`config.mk`:
```
export PLATFORM = sky130hd
export DESIGN_NAME = csrUnit
export DESIGN_NICKNAME = d
export VERILOG_FILES = /design/src/csrPkg.sv /design/src/privPkg.sv /design/src/csrAccess.sv /design/src/csrStatus.sv /design/src/csrUnit.sv /design/src/privMode.sv
export VERILOG_INCLUDE_DIRS = /design/src /design/src/include
export SDC_FILE = /design/constraint.sdc
export NUM_CORES = 1
export LEC_CHECK = 0
export ABC_AREA = 1
export BUFFER_PORTS_ARGS = -buffer_cell sky130_fd_sc_hd__buf_4
export CAP_MARGIN = 20
export CORE_ASPECT_RATIO = 1.25
export CORE_MARGIN = 1.5
export CORE_UTILIZATION = 55
export DETAILED_ROUTE_END_ITERATION = 10
export GPL_ROUTABILITY_DRIVEN = 0
export PLACE_DENSITY = 0.89
export REMOVE_ABC_BUFFERS = 1
export SYNTH_ARGS = -nofsm -noshare
export SYNTH_HDL_FRONTEND = slang
export SYNTH_SLANG_ARGS = --single-unit
```
`constraint.sdc`:
```
create_clock -name clk -period 2.7 [get_ports clk]
set_input_delay 0.675 -clock clk [delete_from_list [all_inputs] [get_ports clk]]
set_output_delay 0.675 -clock clk [all_outputs]
set_load 0.02 [all_outputs]
```
`src/include/csrDefaults.svh`:
```
/*
  CSR unit build defaults
  the top level takes its parameter defaults from these macros
*/
`ifndef CSR_DEFAULTS_SVH
`define CSR_DEFAULTS_SVH

`define CSR_XLEN        64   // register width, 32 or 64
`define CSR_SUPPORTED_S 1    // supervisor mode present
`define CSR_SUPPORTED_U 1    // user mode present
`define CSR_SUPPORTED_F 1    // floating point present, enables FS tracking

`endif

```
`src/csrPkg.sv`:
```
/*
  CSR package
  addresses, mstatus bit positions and the decoded low status word
*/
package csrPkg;

  //////////////////////////////////////////////////
  // addresses handled by this unit
  localparam logic [11:0] addrMstatus  = 12'h300;
  localparam logic [11:0] addrSstatus  = 12'h100;
  localparam logic [11:0] addrMscratch = 12'h340;
  localparam logic [11:0] addrSscratch = 12'h140;

  //////////////////////////////////////////////////
  // mstatus bit positions, low word
  localparam int posTsr  = 22;
  localparam int posTw   = 21;
  localparam int posTvm  = 20;
  localparam int posMxr  = 19;
  localparam int posSum  = 18;
  localparam int posMprv = 17;
  localparam int posFs   = 13;  // two bits
  localparam int posMpp  = 11;  // two bits
  localparam int posSpp  = 8;
  localparam int posMpie = 7;
  localparam int posSpie = 5;
  localparam int posMie  = 3;
  localparam int posSie  = 1;

  localparam int fsWidth  = 2;
  localparam int mppWidth = 2;

  // bits the sstatus view shows and may write, SD and UXL are added on read
  localparam logic [31:0] sstatusMask = (32'h1 << posMxr) | (32'h1 << posSum) |
                                        (32'h3 << posFs)  | (32'h1 << posSpp) |
                                        (32'h1 << posSpie) | (32'h1 << posSie);

  // mstatus fields 22..0, gaps kept as wpri
  typedef struct packed {
    logic [8:0]          wpriHi;   // 31:23, SD lives above the union
    logic                tsr;
    logic                tw;
    logic                tvm;
    logic                mxr;
    logic                sum;
    logic                mprv;
    logic [1:0]          xs;       // no extension state, reads 0
    logic [fsWidth-1:0]  fs;
    logic [mppWidth-1:0] mpp;
    logic [1:0]          wpriMid;  // 10:9
    logic                spp;
    logic                mpie;
    logic                wpri6;
    logic                spie;
    logic                wpri4;    // UPIE not built
    logic                mie;
    logic                wpri2;
    logic                sie;
    logic                wpri0;    // UIE not built
  } statusFields_t;

  typedef union packed {
    logic [31:0]   raw;
    statusFields_t fields;
  } statusLow_u;

endpackage

```
`src/privPkg.sv`:
```
/*
  privilege package
  privilege-mode encodings and CSR operation codes
*/
package privPkg;

  // privilege levels as held in the mode register and in MPP
  typedef enum logic [1:0] {
    userMode    = 2'b00,
    superMode   = 2'b01,
    machineMode = 2'b11   // 10 is reserved
  } privMode_t;

  // low two bits of funct3 for csrrw / csrrs / csrrc
  typedef enum logic [1:0] {
    opWrite = 2'b01,
    opSet   = 2'b10,
    opClear = 2'b11
  } csrOp_t;

endpackage
```
`src/csrAccess.sv`:
```
/*
  CSR access decode
  address decode, privilege check, write-value forming,
  scratch registers and the read mux
*/
`timescale 1ns/1ps

module csrAccess #(
  parameter int XLEN        = 64,
  parameter int SUPPORTED_S = 1
) (
  input  logic               clk,
  input  logic               reset,
  input  logic               stall,
  input  logic               csrEn,
  input  privPkg::csrOp_t    csrOp,
  input  logic [11:0]        csrAddr,
  input  logic [XLEN-1:0]    csrSrc,
  input  privPkg::privMode_t curMode,
  input  logic [XLEN-1:0]    mstatusWord,
  input  logic [XLEN-1:0]    sstatusWord,
  output logic               writeMstatus,
  output logic               writeSstatus,
  output logic [XLEN-1:0]    csrWriteVal,
  output logic [XLEN-1:0]    readData,
  output logic               accessIllegal
);

  logic [XLEN-1:0] mscratchReg;
  logic [XLEN-1:0] sscratchReg;
  logic            isMstatus;
  logic            isSstatus;
  logic            isMscratch;
  logic            isSscratch;
  logic            known;
  logic            privLow;
  logic            readOnly;
  logic            legal;

  //////////////////////////////////////////////////
  // address decode, supervisor CSRs vanish without S
  assign isMstatus  = csrAddr == csrPkg::addrMstatus;
  assign isSstatus  = (SUPPORTED_S != 0) && (csrAddr == csrPkg::addrSstatus);
  assign isMscratch = csrAddr == csrPkg::addrMscratch;
  assign isSscratch = (SUPPORTED_S != 0) && (csrAddr == csrPkg::addrSscratch);
  assign known      = isMstatus | isSstatus | isMscratch | isSscratch;

  assign privLow  = csrAddr[9:8] > curMode;   // address needs a higher mode
  assign readOnly = csrAddr[11:10] == 2'b11;  // every op here writes
  assign accessIllegal = csrEn & (~known | privLow | readOnly);
  assign legal         = csrEn & ~accessIllegal;

  assign writeMstatus = legal & isMstatus;
  assign writeSstatus = legal & isSstatus;

  // old value, also the base for set / clear
  always_comb begin
    if (isMstatus)       readData = mstatusWord;
    else if (isSstatus)  readData = sstatusWord;
    else if (isMscratch) readData = mscratchReg;
    else if (isSscratch) readData = sscratchReg;
    else                 readData = '0;  // unknown address
  end

  always_comb begin
    case (csrOp)
      privPkg::opSet:   csrWriteVal = readData | csrSrc;
      privPkg::opClear: csrWriteVal = readData & ~csrSrc;
      default:          csrWriteVal = csrSrc;  // plain write
    endcase
  end

  //////////////////////////////////////////////////
  // scratch registers
  always_ff @(posedge clk) begin
    if (reset) begin
      mscratchReg <= '0;
      sscratchReg <= '0;
    end else if (~stall) begin
      if (legal & isMscratch) mscratchReg <= csrWriteVal;
      if (legal & isSscratch) sscratchReg <= csrWriteVal;
    end
  end

endmodule

```
`src/csrStatus.sv`:
```
/*
  machine status register
  mstatus with write masks, trap / return stacking, FS dirty tracking,
  and the mstatus and sstatus read views
*/
`timescale 1ns/1ps

module csrStatus #(
  parameter int XLEN        = 64,
  parameter int SUPPORTED_S = 1,
  parameter int SUPPORTED_U = 1,
  parameter int SUPPORTED_F = 1
) (
  input  logic               clk,
  input  logic               reset,
  input  logic               stall,
  input  logic               writeMstatus,
  input  logic               writeSstatus,
  input  logic [XLEN-1:0]    csrWriteVal,
  input  logic               trapTake,
  input  privPkg::privMode_t trapTarget,
  input  privPkg::privMode_t fromMode,
  input  logic               retM,
  input  logic               retS,
  input  logic               fpWrite,
  output logic [XLEN-1:0]    mstatusWord,
  output logic [XLEN-1:0]    sstatusWord,
  output privPkg::privMode_t statusMpp,
  output logic               statusSpp,
  output logic               statusMpie,
  output logic               statusSpie,
  output logic               statusMie,
  output logic               statusSie,
  output logic               statusTsr,
  output logic               statusTw,
  output logic               statusTvm,
  output logic               statusMxr,
  output logic               statusSum,
  output logic               statusMprv
);

  localparam logic hasS = SUPPORTED_S != 0;
  localparam logic hasU = SUPPORTED_U != 0;
  localparam logic hasF = SUPPORTED_F != 0;

  csrPkg::statusLow_u wrWord;  // incoming value, field view
  csrPkg::statusLow_u rdWord;  // low read word, built by field
  privPkg::privMode_t mppNext;
  privPkg::privMode_t mppReg;
  logic               tsrReg;
  logic               twReg;
  logic               tvmReg;
  logic               mxrReg;
  logic               sumReg;
  logic               mprvReg;
  logic [1:0]         fsReg;
  logic [1:0]         fsView;
  logic               sppReg;
  logic               mpieReg;
  logic               spieReg;
  logic               mieReg;
  logic               sieReg;
  logic               sd;

  assign wrWord.raw = csrWriteVal[31:0];

  // MPP only takes modes that exist, anything else lands on machine
  always_comb begin
    case (wrWord.fields.mpp)
      2'b00:   mppNext = hasU ? privPkg::userMode : privPkg::machineMode;
      2'b01:   mppNext = hasS ? privPkg::superMode : privPkg::machineMode;
      default: mppNext = privPkg::machineMode;
    endcase
  end

  //////////////////////////////////////////////////
  // field tie-offs for modes left out of the build
  assign statusTsr  = hasS & tsrReg;
  assign statusTw   = (hasS | hasU) & twReg;  // meaningless with machine only
  assign statusTvm  = hasS & tvmReg;
  assign statusMxr  = hasS & mxrReg;
  assign statusSum  = hasS & sumReg;
  assign statusMprv = hasU & mprvReg;
  assign statusMpp  = mppReg;                 // legal by construction
  assign statusSpp  = hasS & sppReg;
  assign statusMpie = mpieReg;
  assign statusSpie = hasS & spieReg;
  assign statusMie  = mieReg;
  assign statusSie  = hasS & sieReg;
  assign fsView     = hasF ? fsReg : 2'b00;   // off without FP
  assign sd         = fsView == 2'b11;        // XS is always clean

  //////////////////////////////////////////////////
  // status registers
  always_ff @(posedge clk) begin
    if (reset) begin
      tsrReg  <= 1'b0;
      twReg   <= 1'b0;
      tvmReg  <= 1'b0;
      mxrReg  <= 1'b0;
      sumReg  <= 1'b0;
      mprvReg <= 1'b0;
      fsReg   <= 2'b00;
      mppReg  <= privPkg::userMode;
      sppReg  <= 1'b0;
      mpieReg <= 1'b0;
      spieReg <= 1'b0;
      mieReg  <= 1'b0;
      sieReg  <= 1'b0;
    end else if (~stall) begin
      if (fpWrite & hasF) fsReg <= 2'b11;  // any FP state write marks dirty
      if (trapTake) begin
        if (trapTarget == privPkg::machineMode) begin
          mpieReg <= mieReg;   // push machine enable
          mieReg  <= 1'b0;
          mppReg  <= fromMode;
        end else begin
          spieReg <= sieReg;   // delegated, push supervisor enable
          sieReg  <= 1'b0;
          sppReg  <= fromMode[0];
        end
      end else if (retM) begin
        mieReg  <= mpieReg;    // pop
        mpieReg <= 1'b1;
        mppReg  <= hasU ? privPkg::userMode : privPkg::machineMode;
        mprvReg <= 1'b0;
      end else if (retS) begin
        sieReg  <= spieReg;
        spieReg <= hasS;
        sppReg  <= 1'b0;
        mprvReg <= 1'b0;
      end else if (writeMstatus) begin
        tsrReg  <= wrWord.fields.tsr;
        twReg   <= wrWord.fields.tw;
        tvmReg  <= wrWord.fields.tvm;
        mxrReg  <= wrWord.fields.mxr;
        sumReg  <= wrWord.fields.sum;
        mprvReg <= wrWord.fields.mprv;
        fsReg   <= wrWord.fields.fs;
        mppReg  <= mppNext;
        sppReg  <= wrWord.fields.spp;
        mpieReg <= wrWord.fields.mpie;
        spieReg <= wrWord.fields.spie;
        mieReg  <= wrWord.fields.mie;
        sieReg  <= wrWord.fields.sie;
      end else if (writeSstatus) begin
        // supervisor subset only
        mxrReg  <= wrWord.fields.mxr;
        sumReg  <= wrWord.fields.sum;
        fsReg   <= wrWord.fields.fs;
        sppReg  <= wrWord.fields.spp;
        spieReg <= wrWord.fields.spie;
        sieReg  <= wrWord.fields.sie;
      end
    end
  end

  //////////////////////////////////////////////////
  // read views
  always_comb begin
    rdWord             = '0;
    rdWord.fields.tsr  = statusTsr;
    rdWord.fields.tw   = statusTw;
    rdWord.fields.tvm  = statusTvm;
    rdWord.fields.mxr  = statusMxr;
    rdWord.fields.sum  = statusSum;
    rdWord.fields.mprv = statusMprv;
    rdWord.fields.fs   = fsView;
    rdWord.fields.mpp  = statusMpp;
    rdWord.fields.spp  = statusSpp;
    rdWord.fields.mpie = statusMpie;
    rdWord.fields.spie = statusSpie;
    rdWord.fields.mie  = statusMie;
    rdWord.fields.sie  = statusSie;
  end

  generate
    if (XLEN == 64) begin : gView64
      logic [1:0] sxl;
      logic [1:0] uxl;
      assign sxl = hasS ? 2'b10 : 2'b00;  // 64-bit S mode
      assign uxl = hasU ? 2'b10 : 2'b00;  // 64-bit U mode
      assign mstatusWord = {sd, 27'b0, sxl, uxl, rdWord.raw};
      assign sstatusWord = {sd, 29'b0, uxl, rdWord.raw & csrPkg::sstatusMask};
    end else begin : gView32
      assign mstatusWord = {sd, rdWord.raw[30:0]};
      assign sstatusWord = {sd, rdWord.raw[30:0] & csrPkg::sstatusMask[30:0]};
    end
  endgenerate

  // the access decoder hits one address per cycle
  aOneView: assert property (@(posedge clk) disable iff (reset)
    !(writeMstatus && writeSstatus))
    else $error("mstatus and sstatus written in the same cycle");

  // privMode lets a trap win over any return
  aTrapAlone: assert property (@(posedge clk) disable iff (reset)
    !(trapTake && (retM || retS)))
    else $error("trap and return stacked in the same cycle");

endmodule

```
`src/csrUnit.sv`:
```
/*
  CSR unit top
  machine status, privilege mode and CSR access blocks
*/
`timescale 1ns/1ps
`include "csrDefaults.svh"

module csrUnit #(
  parameter int XLEN        = `CSR_XLEN,
  parameter int SUPPORTED_S = `CSR_SUPPORTED_S,
  parameter int SUPPORTED_U = `CSR_SUPPORTED_U,
  parameter int SUPPORTED_F = `CSR_SUPPORTED_F
) (
  input  logic               clk,
  input  logic               reset,
  input  logic               stall,
  input  logic               csrEn,
  input  privPkg::csrOp_t    csrOp,
  input  logic [11:0]        csrAddr,
  input  logic [XLEN-1:0]    csrSrc,
  input  logic               trap,
  input  logic               trapDelegated,
  input  logic               mret,
  input  logic               sret,
  input  logic               wfi,
  input  logic               fpWrite,
  output logic [XLEN-1:0]    readData,
  output privPkg::privMode_t privMode,
  output logic               illegal,
  output logic               statusMie,
  output logic               statusSie,
  output logic               statusTvm,
  output logic               statusMxr,
  output logic               statusSum,
  output logic               statusMprv,
  output privPkg::privMode_t statusMpp
);

  logic               writeMstatus;
  logic               writeSstatus;
  logic [XLEN-1:0]    csrWriteVal;
  logic [XLEN-1:0]    mstatusWord;
  logic [XLEN-1:0]    sstatusWord;
  logic               accessIllegal;
  logic               trapTake;
  logic               retM;
  logic               retS;
  logic               statusTsr;
  logic               statusTw;
  logic               statusSpp;
  privPkg::privMode_t trapTarget;
  privPkg::privMode_t fromMode;

  csrAccess #(.XLEN(XLEN), .SUPPORTED_S(SUPPORTED_S)) csrAccess_i (
    .clk(clk), .reset(reset), .stall(stall),
    .csrEn(csrEn), .csrOp(csrOp), .csrAddr(csrAddr), .csrSrc(csrSrc),
    .curMode(privMode),
    .mstatusWord(mstatusWord), .sstatusWord(sstatusWord),
    .writeMstatus(writeMstatus), .writeSstatus(writeSstatus),
    .csrWriteVal(csrWriteVal), .readData(readData),
    .accessIllegal(accessIllegal)
  );

  // MPIE / SPIE are visible through mstatus only
  csrStatus #(
    .XLEN(XLEN), .SUPPORTED_S(SUPPORTED_S),
    .SUPPORTED_U(SUPPORTED_U), .SUPPORTED_F(SUPPORTED_F)
  ) csrStatus_i (
    .clk(clk), .reset(reset), .stall(stall),
    .writeMstatus(writeMstatus), .writeSstatus(writeSstatus),
    .csrWriteVal(csrWriteVal),
    .trapTake(trapTake), .trapTarget(trapTarget), .fromMode(fromMode),
    .retM(retM), .retS(retS), .fpWrite(fpWrite),
    .mstatusWord(mstatusWord), .sstatusWord(sstatusWord),
    .statusMpp(statusMpp), .statusSpp(statusSpp),
    .statusMpie(), .statusSpie(),
    .statusMie(statusMie), .statusSie(statusSie),
    .statusTsr(statusTsr), .statusTw(statusTw), .statusTvm(statusTvm),
    .statusMxr(statusMxr), .statusSum(statusSum), .statusMprv(statusMprv)
  );

  privMode #(.SUPPORTED_S(SUPPORTED_S), .SUPPORTED_U(SUPPORTED_U)) privMode_i (
    .clk(clk), .reset(reset), .stall(stall),
    .trap(trap), .trapDelegated(trapDelegated),
    .mret(mret), .sret(sret), .wfi(wfi),
    .accessIllegal(accessIllegal),
    .statusTsr(statusTsr), .statusTw(statusTw),
    .statusMpp(statusMpp), .statusSpp(statusSpp),
    .curMode(privMode), .fromMode(fromMode),
    .trapTake(trapTake), .trapTarget(trapTarget),
    .retM(retM), .retS(retS), .illegal(illegal)
  );

endmodule

```
`src/privMode.sv`:
```
/*
  privilege mode
  current-mode register, trap target, return and wfi legality
*/
`timescale 1ns/1ps

module privMode #(
  parameter int SUPPORTED_S = 1,
  parameter int SUPPORTED_U = 1
) (
  input  logic               clk,
  input  logic               reset,
  input  logic               stall,
  input  logic               trap,
  input  logic               trapDelegated,
  input  logic               mret,
  input  logic               sret,
  input  logic               wfi,
  input  logic               accessIllegal,
  input  logic               statusTsr,
  input  logic               statusTw,
  input  privPkg::privMode_t statusMpp,
  input  logic               statusSpp,
  output privPkg::privMode_t curMode,
  output privPkg::privMode_t fromMode,
  output logic               trapTake,
  output privPkg::privMode_t trapTarget,
  output logic               retM,
  output logic               retS,
  output logic               illegal
);

  localparam logic hasS = SUPPORTED_S != 0;
  localparam logic hasU = SUPPORTED_U != 0;

  privPkg::privMode_t modeReg;
  privPkg::privMode_t sretMode;
  logic               inMachine;
  logic               mretOk;
  logic               sretOk;
  logic               wfiBad;

  assign curMode   = modeReg;
  assign fromMode  = modeReg;  // mode the trap leaves, goes to MPP / SPP
  assign inMachine = modeReg == privPkg::machineMode;

  // delegation only moves traps taken below machine
  assign trapTake   = trap;
  assign trapTarget = (trapDelegated && hasS && !inMachine) ? privPkg::superMode
                                                            : privPkg::machineMode;

  //////////////////////////////////////////////////
  // legality
  assign mretOk = inMachine;
  assign sretOk = hasS & (inMachine | (modeReg == privPkg::superMode & ~statusTsr));
  assign wfiBad = wfi & ~inMachine & statusTw;

  assign retM = mret & mretOk & ~trap;  // trap wins
  assign retS = sret & sretOk & ~trap;

  assign illegal = accessIllegal | (mret & ~mretOk) | (sret & ~sretOk) | wfiBad;

  // SPP only tells supervisor from user
  assign sretMode = statusSpp ? privPkg::superMode
                              : (hasU ? privPkg::userMode : privPkg::superMode);

  always_ff @(posedge clk) begin
    if (reset) begin
      modeReg <= privPkg::machineMode;
    end else if (~stall) begin
      if (trapTake)  modeReg <= trapTarget;
      else if (retM) modeReg <= statusMpp;
      else if (retS) modeReg <= sretMode;
    end
  end

  // MPP legalization upstream keeps the mode inside the build
  aModeBuilt: assert property (@(posedge clk) disable iff (reset)
    (modeReg == privPkg::machineMode) ||
    (modeReg == privPkg::superMode && hasS) ||
    (modeReg == privPkg::userMode && hasU))
    else $error("current mode not present in this build");

endmodule

```
---- After elaboration in Yosys (flattened, before gate mapping) ----
Cells that the tools add are included.
operators by class
  muxes and demuxes ....................... 57
  reduce and logical (&&, ||, !) cells .... 16
  divide/modulo/power cells ............... 0
  multiply operators ...................... 0
  equal/unequal tests ..................... 16
  shift-type cells ........................ 0
  bitwise gates (word level) .............. 36
  add/subtract/negate cells ............... 0
  magnitude comparators ................... 1
operators with widths
  kind                                                                     number
  64-bit two-way mux                                                       4
  64-bit case mux with 2 select lines                                      1
  64-bit bitwise AND                                                       1
  64-bit NOT                                                               1
  64-bit bitwise OR                                                        1
  1-bit two-way mux                                                        36
  2-bit two-way mux                                                        15
  12-bit by 10-bit equality test with 1-bit output, second input constant  2
  12-bit by 9-bit equality test with 1-bit output, second input constant   2
  1-bit bitwise AND                                                        15
  2-bit equality test, second input constant                               6
  5-bit AND reduction                                                      2
  1-bit NOT                                                                9
  1-bit bitwise OR                                                         9
  3-bit nonzero test                                                       3
  4-bit AND reduction                                                      2
  2-bit AND reduction                                                      3
  2-bit by 1-bit equality test with 1-bit output, second input constant    2
  2-bit != test, second input constant                                     2
  2-bit case mux with 2 select lines                                       1
  4-bit nonzero test                                                       1
  3-bit by 2-bit != test with 1-bit output, second input constant          1
  3-bit AND reduction                                                      1
  2-bit > comparator                                                       1
  other kinds (5)                                                          5
storage, ports and cells
  input port bits ......................... 88
  word-level logic and storage cells ...... 142
  bits in read-only memories .............. 0
  flip-flop bits (word level) ............. 145
  RAM bits ................................ 0
  latch bits .............................. 0
  output and inout bits ................... 75
  memories ................................ 0

---- Longest topological paths before layout ----
Gate-level depths: netlist (run 1).
  word-level depth ........................ 16
  depth in mapped cells ................... 15
  depth with buffers taken out ............ 14

---- By module ----
From an unflattened synthesis (run 1), not the netlist that was laid out.
unflattened totals
  cell total of the unflattened synthesis .. 2043
  area total of the unflattened synthesis .. 11508.5 um^2
by module, submodules not included
  module     cells an instance  area an instance (um^2)  seq. area each (um^2)  times used
  csrAccess  1748               9535.4                   2562.5                 1
  csrStatus  252                1736.7                   300.3                  1
  privMode   43                 236.5                    40.0                   1

---- Worst setup path before layout (run 1) ----
No wires, ideal clock.
  path kind ............................... input to output
  from .................................... input port csrAddr[11]
  to ...................................... output port readData[18]
  cell stages on the path ................. 10
  path buffers ............................ 1
  required time ........................... 2.025 ns
  arrival ................................. 1.687 ns
  slack ................................... 0.338 ns
  cells stage by stage .................... nor2_1 -> nand2_1 -> nor2_1 -> nand2_1 -> inv_2 -> buf_2 -> nand2_1 -> nand3_1 -> o21ai_0 -> inv_1
on the way
  longest elaborated chain between the ends .. 5
  elaborated cells between the ends (all ways) .. 8
  classes of those cells .................. eq/ne (4); mux (4)
RTL lines
  element                                          RTL line         source
  from (decl)                                      csrUnit.sv:19    input logic [11:0] csrAddr,
  12-bit by 9-bit equality test with 1-bit output  csrAccess.sv:45  assign isSscratch = (SUPPORTED_S != 0) && (csrAddr == csrPkg::addrSscratch);
  64-bit two-way mux                               csrAccess.sv:61  else if (isSscratch) readData = sscratchReg;
  64-bit two-way mux                               csrAccess.sv:60  else if (isMscratch) readData = mscratchReg;
  64-bit two-way mux                               csrAccess.sv:59  else if (isSstatus) readData = sstatusWord;
  64-bit two-way mux *                             csrAccess.sv:58  if (isMstatus) readData = mstatusWord;
  to (decl)                                        csrUnit.sv:27    output logic [XLEN-1:0] readData,
Mark *: on every way between the ends. The rest lies on a longest branch, timed or not.

---- Final worst setup path (run 1) ----
  from .................................... input port csrAddr[7]
  to ...................................... output port readData[3]
Same word-level chain as after synthesis.

==> run summary, run 1 <==
The flow ran to the end, and the final reports show no timing, DRC or antenna violations. The largest net degree at the start of global routing came out at 80. Once detailed placement completed, the half-perimeter wirelength came to between 10000 and 15000 microns. The total congestion overflow after global routing is 0.

Summed over all nets, the switching power comes to 1.191 mW. The worst clock skew came out at 0.005301 ns. The proportion of layout cells with a drive suffix above 1 came out at 19.81%. The number of max-capacitance violations reported is 0. The total power consumption of the routed design is between 4 and 5 mW. In this run the worst hold path is classified as primary input to flop. The number of clock sinks is 145. Clock tree synthesis selected as its root buffer the cell sky130_fd_sc_hd__clkbuf_16.

The standard cell area after detailed placement came out at between 8000 and 9000 sq um. The number of antenna cells inserted came out at 0. The achievable frequency came out at 375.1 MHz.

The transition time of the tightest slew-check pin is 0.6878 ns. The Yosys warning count came out at 0. The count of final setup violators came out at 0. The number of levels the H-tree was split into is 4. The launch instance of the worst register-to-register path is privMode_i.curMode[1]. Summing every instance area after synthesis gives 7407 sq um. STA classifies the critical path startpoint as a primary input. In this run, synthesis produced a sequential element count of 145.

The clock tree from TritonCTS is done. The share of the clock period used by the worst path came out at 98.73%. The fraction of power consumed by combinational cells came out at roughly 8.5%. After routing the design area is 9673 sq um. The internal cell power came out at around 3.7 mW. The largest buffer count on any clock path came out at 2. The routing usage on met3 is 8.818%. Together, buffers and inverters on the worst path number 5.

The wire length per cell came out at between 10 and 15 microns. The met2 usage in global routing came out at 52.03%. The initial antenna violation count came out at 0. The number of buffers added on ports came out at 162. The worst setup slack after layout came out at 0.03423 ns. In this run switching power makes up 24.17% of total power.

The DRC violation count after routing is 0. The fraction of the yosys area taken by sequential cells came out at 39.19%. The horizontal die dimension came out at 106.8 microns.

The final number of hold-violating endpoints is 0. The final number of max-transition violations is 0. In this run the worst path has a maximum fanout of 14. For this design the ratio of total power to cell area is roughly 510 nW/um^2. The first-pass detailed-route iteration total is 6. The net count reported at finish is roughly 1.4k. The signal on the critical path passes through buf_4 -> inv_2 -> nand2_1 -> nor2_1 -> nand2_2 -> nor2_4 -> buf_6 -> clkbuf_16 -> nand2_1 -> nand3_1 -> buf_4.

The footprint of the multi-input gates came out at 3827 sq um. The floorplan step defined a die boundary enclosing 14180 sq um. sky130_fd_sc_hd__dfxtp_1 takes more of the synthesized area than any other cell. The average size of a mapped cell is about 6.3 sq um. Hold repair after CTS inserted 0 buffers. The share of the synthesized area in the top cell type is 39.19%.

The maximum cell stage delay along the critical path is 0.23 ns. The critical path is of the primary input to output port type. The detailed router's first-iteration violation count came out at 526.

After synthesis, the cell types taking the most area are sky130_fd_sc_hd__dfxtp_1 (39%), sky130_fd_sc_hd__nand2_1 (14%), sky130_fd_sc_hd__nor2_1 (13%), sky130_fd_sc_hd__o21ai_0 (10%), sky130_fd_sc_hd__nand3_1 (5.0%). The vertical extent of the die is roughly 130 microns. The floorplan has 47 rows. For this block, the routed nets add up to 22260 microns of wire.

The initial cell density of the core came out at 56.23%. The layout overhead on the synthesized area is 30.59%. The global routing stage identified its most utilized layer as met2. The worst hold path startpoint is reset.

The family of cells with the greatest summed delay on the critical path is buffers and inverters. IR analysis of the VDD net gives a maximum drop of 0.4467 mV. The core region area came out at 13170 sq um. The library cell used most frequently in the layout, excluding fill and tap cells, is sky130_fd_sc_hd__nand2_1.

STA puts the critical path data required time at between 2 and 2.5 ns. The static leakage power is 4.637 nW. The overall track demand over capacity in global routing came out at 30.30%. Summing all flip-flop and latch instances after layout gives a little under 3000 sq um. The total clock buffers created by CTS came out at 17.

The cell count after synthesis is about 1.2k. Leaving out fill and tap cells, the most frequent cells in the layout are sky130_fd_sc_hd__nand2_1 (267), sky130_fd_sc_hd__nor2_1 (251), sky130_fd_sc_hd__buf_4 (169). The worst setup path is captured at an output port. The share of total power in sequential cells came out at 44.1%. The number of global-route vias before repair came out at 7647. The via count came out at 8273.

The met1 usage came out at 34.84%. The worst slack on hold paths is 0.4176 ns. The post-placement worst setup slack is 0.04726 ns. The slowest stage of the critical path is the sky130_fd_sc_hd__nor2_4 cell.

Headroom to the max-slew limit came out at between 50% and 60%. The synthesized netlist contains 31 unique library cells. The final critical delay including setup and external delays came out at about 2.7 ns. The post-detailed-route count of antenna-violating nets is 0. For this design the top-level I/O count stands at 163. The clock slew seen by the registers of the worst setup and hold paths came out at around 0.060 ns. The global-route wire length before repair came out at between 30000 and 40000 microns. The final-layout fill cell count is between 1k and 1.5k. The via count normalized by instance count is 5.482.

The clock latency on the worst-skew pair came out at 0.42 ns. The clock network fraction of design power is roughly 47%. The most critical setup path has its startpoint at csrAddr[7]. At the worst endpoint, the arrival time is 1.99 ns.
worst register-to-register path: stages (launching register included):
cell and delay [ns]:
sky130_fd_sc_hd__dfxtp_2 0.37, sky130_fd_sc_hd__inv_1 0.07, sky130_fd_sc_hd__ha_1 0.29, sky130_fd_sc_hd__nand2_1 0.07
sky130_fd_sc_hd__nand2_1 0.05, sky130_fd_sc_hd__a21oi_1 0.21, sky130_fd_sc_hd__nand3_2 0.16, sky130_fd_sc_hd__nor2_4 0.13
sky130_fd_sc_hd__nand2_2 0.16, sky130_fd_sc_hd__clkinv_2 0.14, sky130_fd_sc_hd__buf_12 0.22, sky130_fd_sc_hd__o21ai_0 0.16
sky130_fd_sc_hd__a31oi_1 0.21
logic make-up after synthesis:
kind of cell,synth area share [%]
simple gates,33.18
compound gates,17.69
buf+inv,9.611
fa+ha+maj,0.3378
flops,39.19
layer usage:
layer | vias up | routed length (microns)
met5 | - | 0
li1 | 4061 | -
met4 | 0 | 592
met1 | 3745 | 8558
met2 | 412 | 10810
met3 | 55 | 2298
power by group through the flow:
stage	logic [mW]	clock network [mW]	registers, mW
3_5_place_dp	0.405	0	2.22
2_1_floorplan	0.192	0	2.22
5_1_grt	0.463	2.44	2.17
6_report	0.420	2.34	2.17
4_1_cts	0.408	2.35	2.17
3_3_place_gp	0.397	0	2.22
area by class of cell:
cell class	count	area share, %
flip-flops and latches	145	30.02
multi-input cells	865	39.57
inverters	97	3.842
repair buffers	199	18.26
clock inverters	12	1.371
well taps	171	2.212
clock buffers	20	4.721
per-stage QoR:
| step | utilization [%] | setup TNS [ns] | cells |
|---|---|---|---|
| final | 73.43 | 0 | 1509 |
| after global placement | 66.86 | 0 | 1467 |
| after floorplan | - | -73.34 | 1107 |
| after detailed placement | 66.86 | 0 | 1467 |
| after CTS | 71.33 | 0 | 1499 |
| after global routing | 73.43 | -0.2955 | 1509 |
sequential cells by signal (all words and copies together) (netlist names):
register and cells:
csrStatus_i.statusMpp 2, csrStatus_i.statusSpie 1, csrStatus_i.statusSum 1, privMode_i.curMode 2
csrStatus_i.statusMpie 1, csrStatus_i.statusSie 1, csrStatus_i.statusSpp 1, csrStatus_i.statusTw 1
csrStatus_i.statusMprv 1, csrStatus_i.fsReg 2, csrStatus_i.statusMie 1, csrStatus_i.statusMxr 1
csrAccess_i.mscratchReg 64, csrAccess_i.sscratchReg 64, csrStatus_i.statusTvm 1, csrStatus_i.statusTsr 1
Yosys cell counts (all sizes together):
master	count
nand3	76
a31oi	28
clkbuf	37
a22o	4
buf	33
a21oi	13
o221ai	1
o211ai	6
o21ai	192
nand4	1
a21boi	1
o21a	1
or2	2
ha	2
nor3	1
clkinv	3
nor2	259
inv	94
nand2	278
dfxtp	145
timing repair:
item | CTS | global route
buffers inserted | 0 | 6
gates resized for setup | 0 | 31
endpoints found under the hold margin | 0 | 0
setup endpoints to repair | 0 | 33
worst paths after layout:
check | to | slack [ns] | cells after the start
max | readData[3] | 0.03 | 11
min reg2reg | csrStatus_i.fsReg[0] | 0.50 | 2
min | csrStatus_i.fsReg[0] | 0.42 | 2
max reg2reg | csrAccess_i.mscratchReg[8] | 0.38 | 12
Power figures use the tool's default switching activity.
==> run 2, diff against run 1 <==
Settings changed: CORE_UTILIZATION 55 to 50, PLACE_DENSITY 0.89 to 0.85, RECOVER_POWER set to 25.
Clock period 2.7 ns to 2.45 ns, I/O delays scaled along.
==> run 2 against run 1 <==
The run now ends with negative setup slack left. Die area up 9.7%. Sequential share of layout area down 3.0 points. Critical path depth down 1. First-iteration DRC count up 37%. Power up 9.1%. Global-route usage down 2.0 points. Worst setup slack worse by 0.069 ns. Utilization up 1.2 points. Register-to-register slack worse by 0.21 ns. Clock-buffer cell count down 3. Clock skew up 0.0066 ns. Critical path type unchanged. Largest cell class unchanged.
==> run summary, run 2 (synthesis gave the netlist of run 1 again) <==
The run finished, with violations left. The checks that failed: negative setup slack. The data arrival time of the worst path came out at 1.87 ns (-0.12 ns).

The DRC violation count after routing is 0 (unchanged). The total wirelength of the detailed-routed design is 24380 microns (+9.5%). The number of max-capacitance violations reported is 0 (unchanged). The largest net degree at the start of global routing came out at 55 (-31%). The endpoint kind of the worst setup timing path is an output port.

The static leakage power is 5.276 nW (+14%). The worst setup slack after layout was -0.03517 ns (-0.06940 ns). The final critical delay including setup and external delays is 2.485 ns. The wire length per cell came out at 15.48 microns (+4.9%). In the final layout, the registers with the most flip-flops are csrAccess_i.mscratchReg x64, csrAccess_i.sscratchReg x64.

The critical path is of the primary input to output port type. The count of final setup violators is 17 (+17). The global-route wire length before repair is 36690 microns (+5.6%). The overall track demand over capacity in global routing came to 28.31% (-2.0 points). Walking the worst path, the cells encountered are buf_6 -> nor2_4 -> nand2_4 -> inv_4 -> nand2_4 -> nor2_4 -> buf_12 -> nand2_4 -> o211ai_1 -> buf_4. The number of placed I/O pins came out at 163 (unchanged). The clock tree from TritonCTS is done.

The number of global-route vias before repair came out at 7965 (+4.2%). The core region area came out at 14410 sq um (+9.4%). In the layout the commonest cells are sky130_fd_sc_hd__nor2_1 (247), sky130_fd_sc_hd__nand2_1 (187), sky130_fd_sc_hd__buf_4 (170). The initial cell density of the core came to 51.41% (-4.8 points).

The achievable frequency is around 400 MHz. Counting stages on the worst path, the most repeated cell is sky130_fd_sc_hd__nand2_4. The worst supply voltage drop on vdd came out at 0.5014 mV (+12%). The detailed router's first-iteration violation count is 721 (+37%). The total congestion overflow after global routing came out at 0 (unchanged). The worst clock skew came to 0.01192 ns (+0.006617 ns).

The sum of negative setup slack is -0.1806 ns (-0.1806 ns). The initial antenna violation count came out at 0 (unchanged). The relative slew slack came out at 64.79% (+11 points).

The total clock buffers created by CTS came out at 17 (unchanged). The clock slew seen by the registers of the worst setup and hold paths came out at 0.06 ns (about the same). The required time reported for the critical path endpoint came out at 1.84 ns (-0.19 ns). The count of placed standard cells including taps is 1496 (+2.0%).

The share of the clock period used by the worst path is 101.4%. The slowest stage of the critical path belongs to the cell sky130_fd_sc_hd__nor2_4. The library cell used most frequently in the layout, excluding fill and tap cells, is sky130_fd_sc_hd__nor2_1. The final number of max-transition violations was 0 (unchanged). The worst setup path is launched from a primary input. The vertical extent of the die is 139.1 microns (+4.8%). The via count came out at 8673 (+4.8%). The power per standard cell area is 499.8 nW/um^2 (-1.9%). The proportion of layout cells with a drive suffix above 1 was 29.49% (+9.7 points). The layout overhead on the synthesized area came out at 45.20%. The clock latency on the worst-skew pair came out at 0.42 ns (about the same). The path category of the worst min-delay check is primary input to flop. The tree is rooted in a sky130_fd_sc_hd__clkbuf_16. The number of hold buffers added after cts was 0 (unchanged). The placed wire-length estimate was 14110 microns (+3.2%).

The die area came out at 15560 sq um (+9.7%). The maximum fanout along the worst path was 8 (-6). Setup repair after global routing could not meet its margin everywhere. The number of antenna cells inserted was 0 (unchanged). The total power consumption of the routed design is 5.376 mW (+9.1%). The final cell count without fillers came to 1575 (+4.4%). The via count normalized by instance count came out at 5.507 (+0.44%). The net count reported at finish came out at 1474 (+4.2%). The final number of hold-violating endpoints is 0 (unchanged). The transition time of the tightest slew-check pin is 0.5282 ns (-0.1596 ns). The horizontal die dimension is 111.9 microns (+4.7%). The post-detailed-route count of antenna-violating nets came to 0 (unchanged).

The number of levels the H-tree was split into is 4 (unchanged). The maximum cell stage delay along the critical path is 0.21 ns (-0.02 ns). The first-pass detailed-route iteration total came out at 5 (-1). The count of standard-cell rows is 49 (+4.3%).

The largest buffer count on any clock path came to 2 (unchanged). The number of buffers added on ports is 162 (unchanged). The number of clock sinks is 145 (unchanged).
run 2: cell types whose count changed in the layout (fill, tap and decap cells not counted), moves of 7 or more:
cell and change:
sky130_fd_sc_hd__nand2_1 -80, sky130_fd_sc_hd__nand2_2 +54, sky130_fd_sc_hd__buf_6 +43, sky130_fd_sc_hd__nand2_4 +26
sky130_fd_sc_hd__buf_12 +7, sky130_fd_sc_hd__nor2_4 +7, sky130_fd_sc_hd__o21ai_0 +7, sky130_fd_sc_hd__o21ai_1 -7
run 2: stage by stage:
step	utilization (%)	hold slack, ns	area (sq um)	worst slack, ns
after detailed placement	63.12	0.4804	9094	-0.1179
after floorplan	-	0.4506	7061	-0.8518
final	74.65	0.3742	10760	-0.03517
after CTS	70.79	0.3600	10200	-0.04081
after global placement	63.12	0.4752	9094	-0.08558
after global routing	74.65	0.3660	10760	-0.08709
run 2: what timing repair did:
action	CTS	global route
gates resized for setup	87	124
gates cloned	2	4
pin swaps	25	50
buffers inserted	28	14
setup endpoints to repair	59	69
run 2: area by class of cell:
cell class	instances	area, sq um
clock buffers	17	425.4
well taps	178	222.7
multi-input cells	865	4222
repair buffers	258	2457
fillers	1050	3652
inverters	97	379.1
clock inverters	15	145.1
flip-flops and latches	145	2904
run 2: worst paths after layout:
kind                              start                          to  slack [ns]  cells after the start
setup / recovery            csrAddr[11]                readData[17]       -0.04                     10
setup reg to reg  privMode_i.curMode[1]  csrAccess_i.mscratchReg[9]        0.17                     12
hold reg to reg    csrStatus_i.fsReg[0]        csrStatus_i.fsReg[0]        0.49                      2
hold / removal                    reset        csrStatus_i.fsReg[0]        0.37                      2
run 2: critical path, delay by kind of cell:
| family | cells | cell delay, ns |
|---|---|---|
| buffers and inverters | 4 | 0.58 |
| and+or+nand+nor | 5 | 0.49 |
| AOI/OAI and AO/OA | 1 | 0.17 |
run 2: metal layers:
metal | GRT usage (%) | part of all wire (%) | vias to the layer above
met4 | 10.93 | 2.6 | 0
li1 | - | - | 4185
met2 | 49.13 | 51 | 404
met5 | 0 | 0 | -
met1 | 34.76 | 39 | 4025
met3 | 4.983 | 6.7 | 59
run 2: power by group:
group          switching, mW  internal, mW  total (mW)
registers             0.0177          2.37        2.39
clock network           1.14          1.35        2.49
logic                  0.298         0.201       0.499
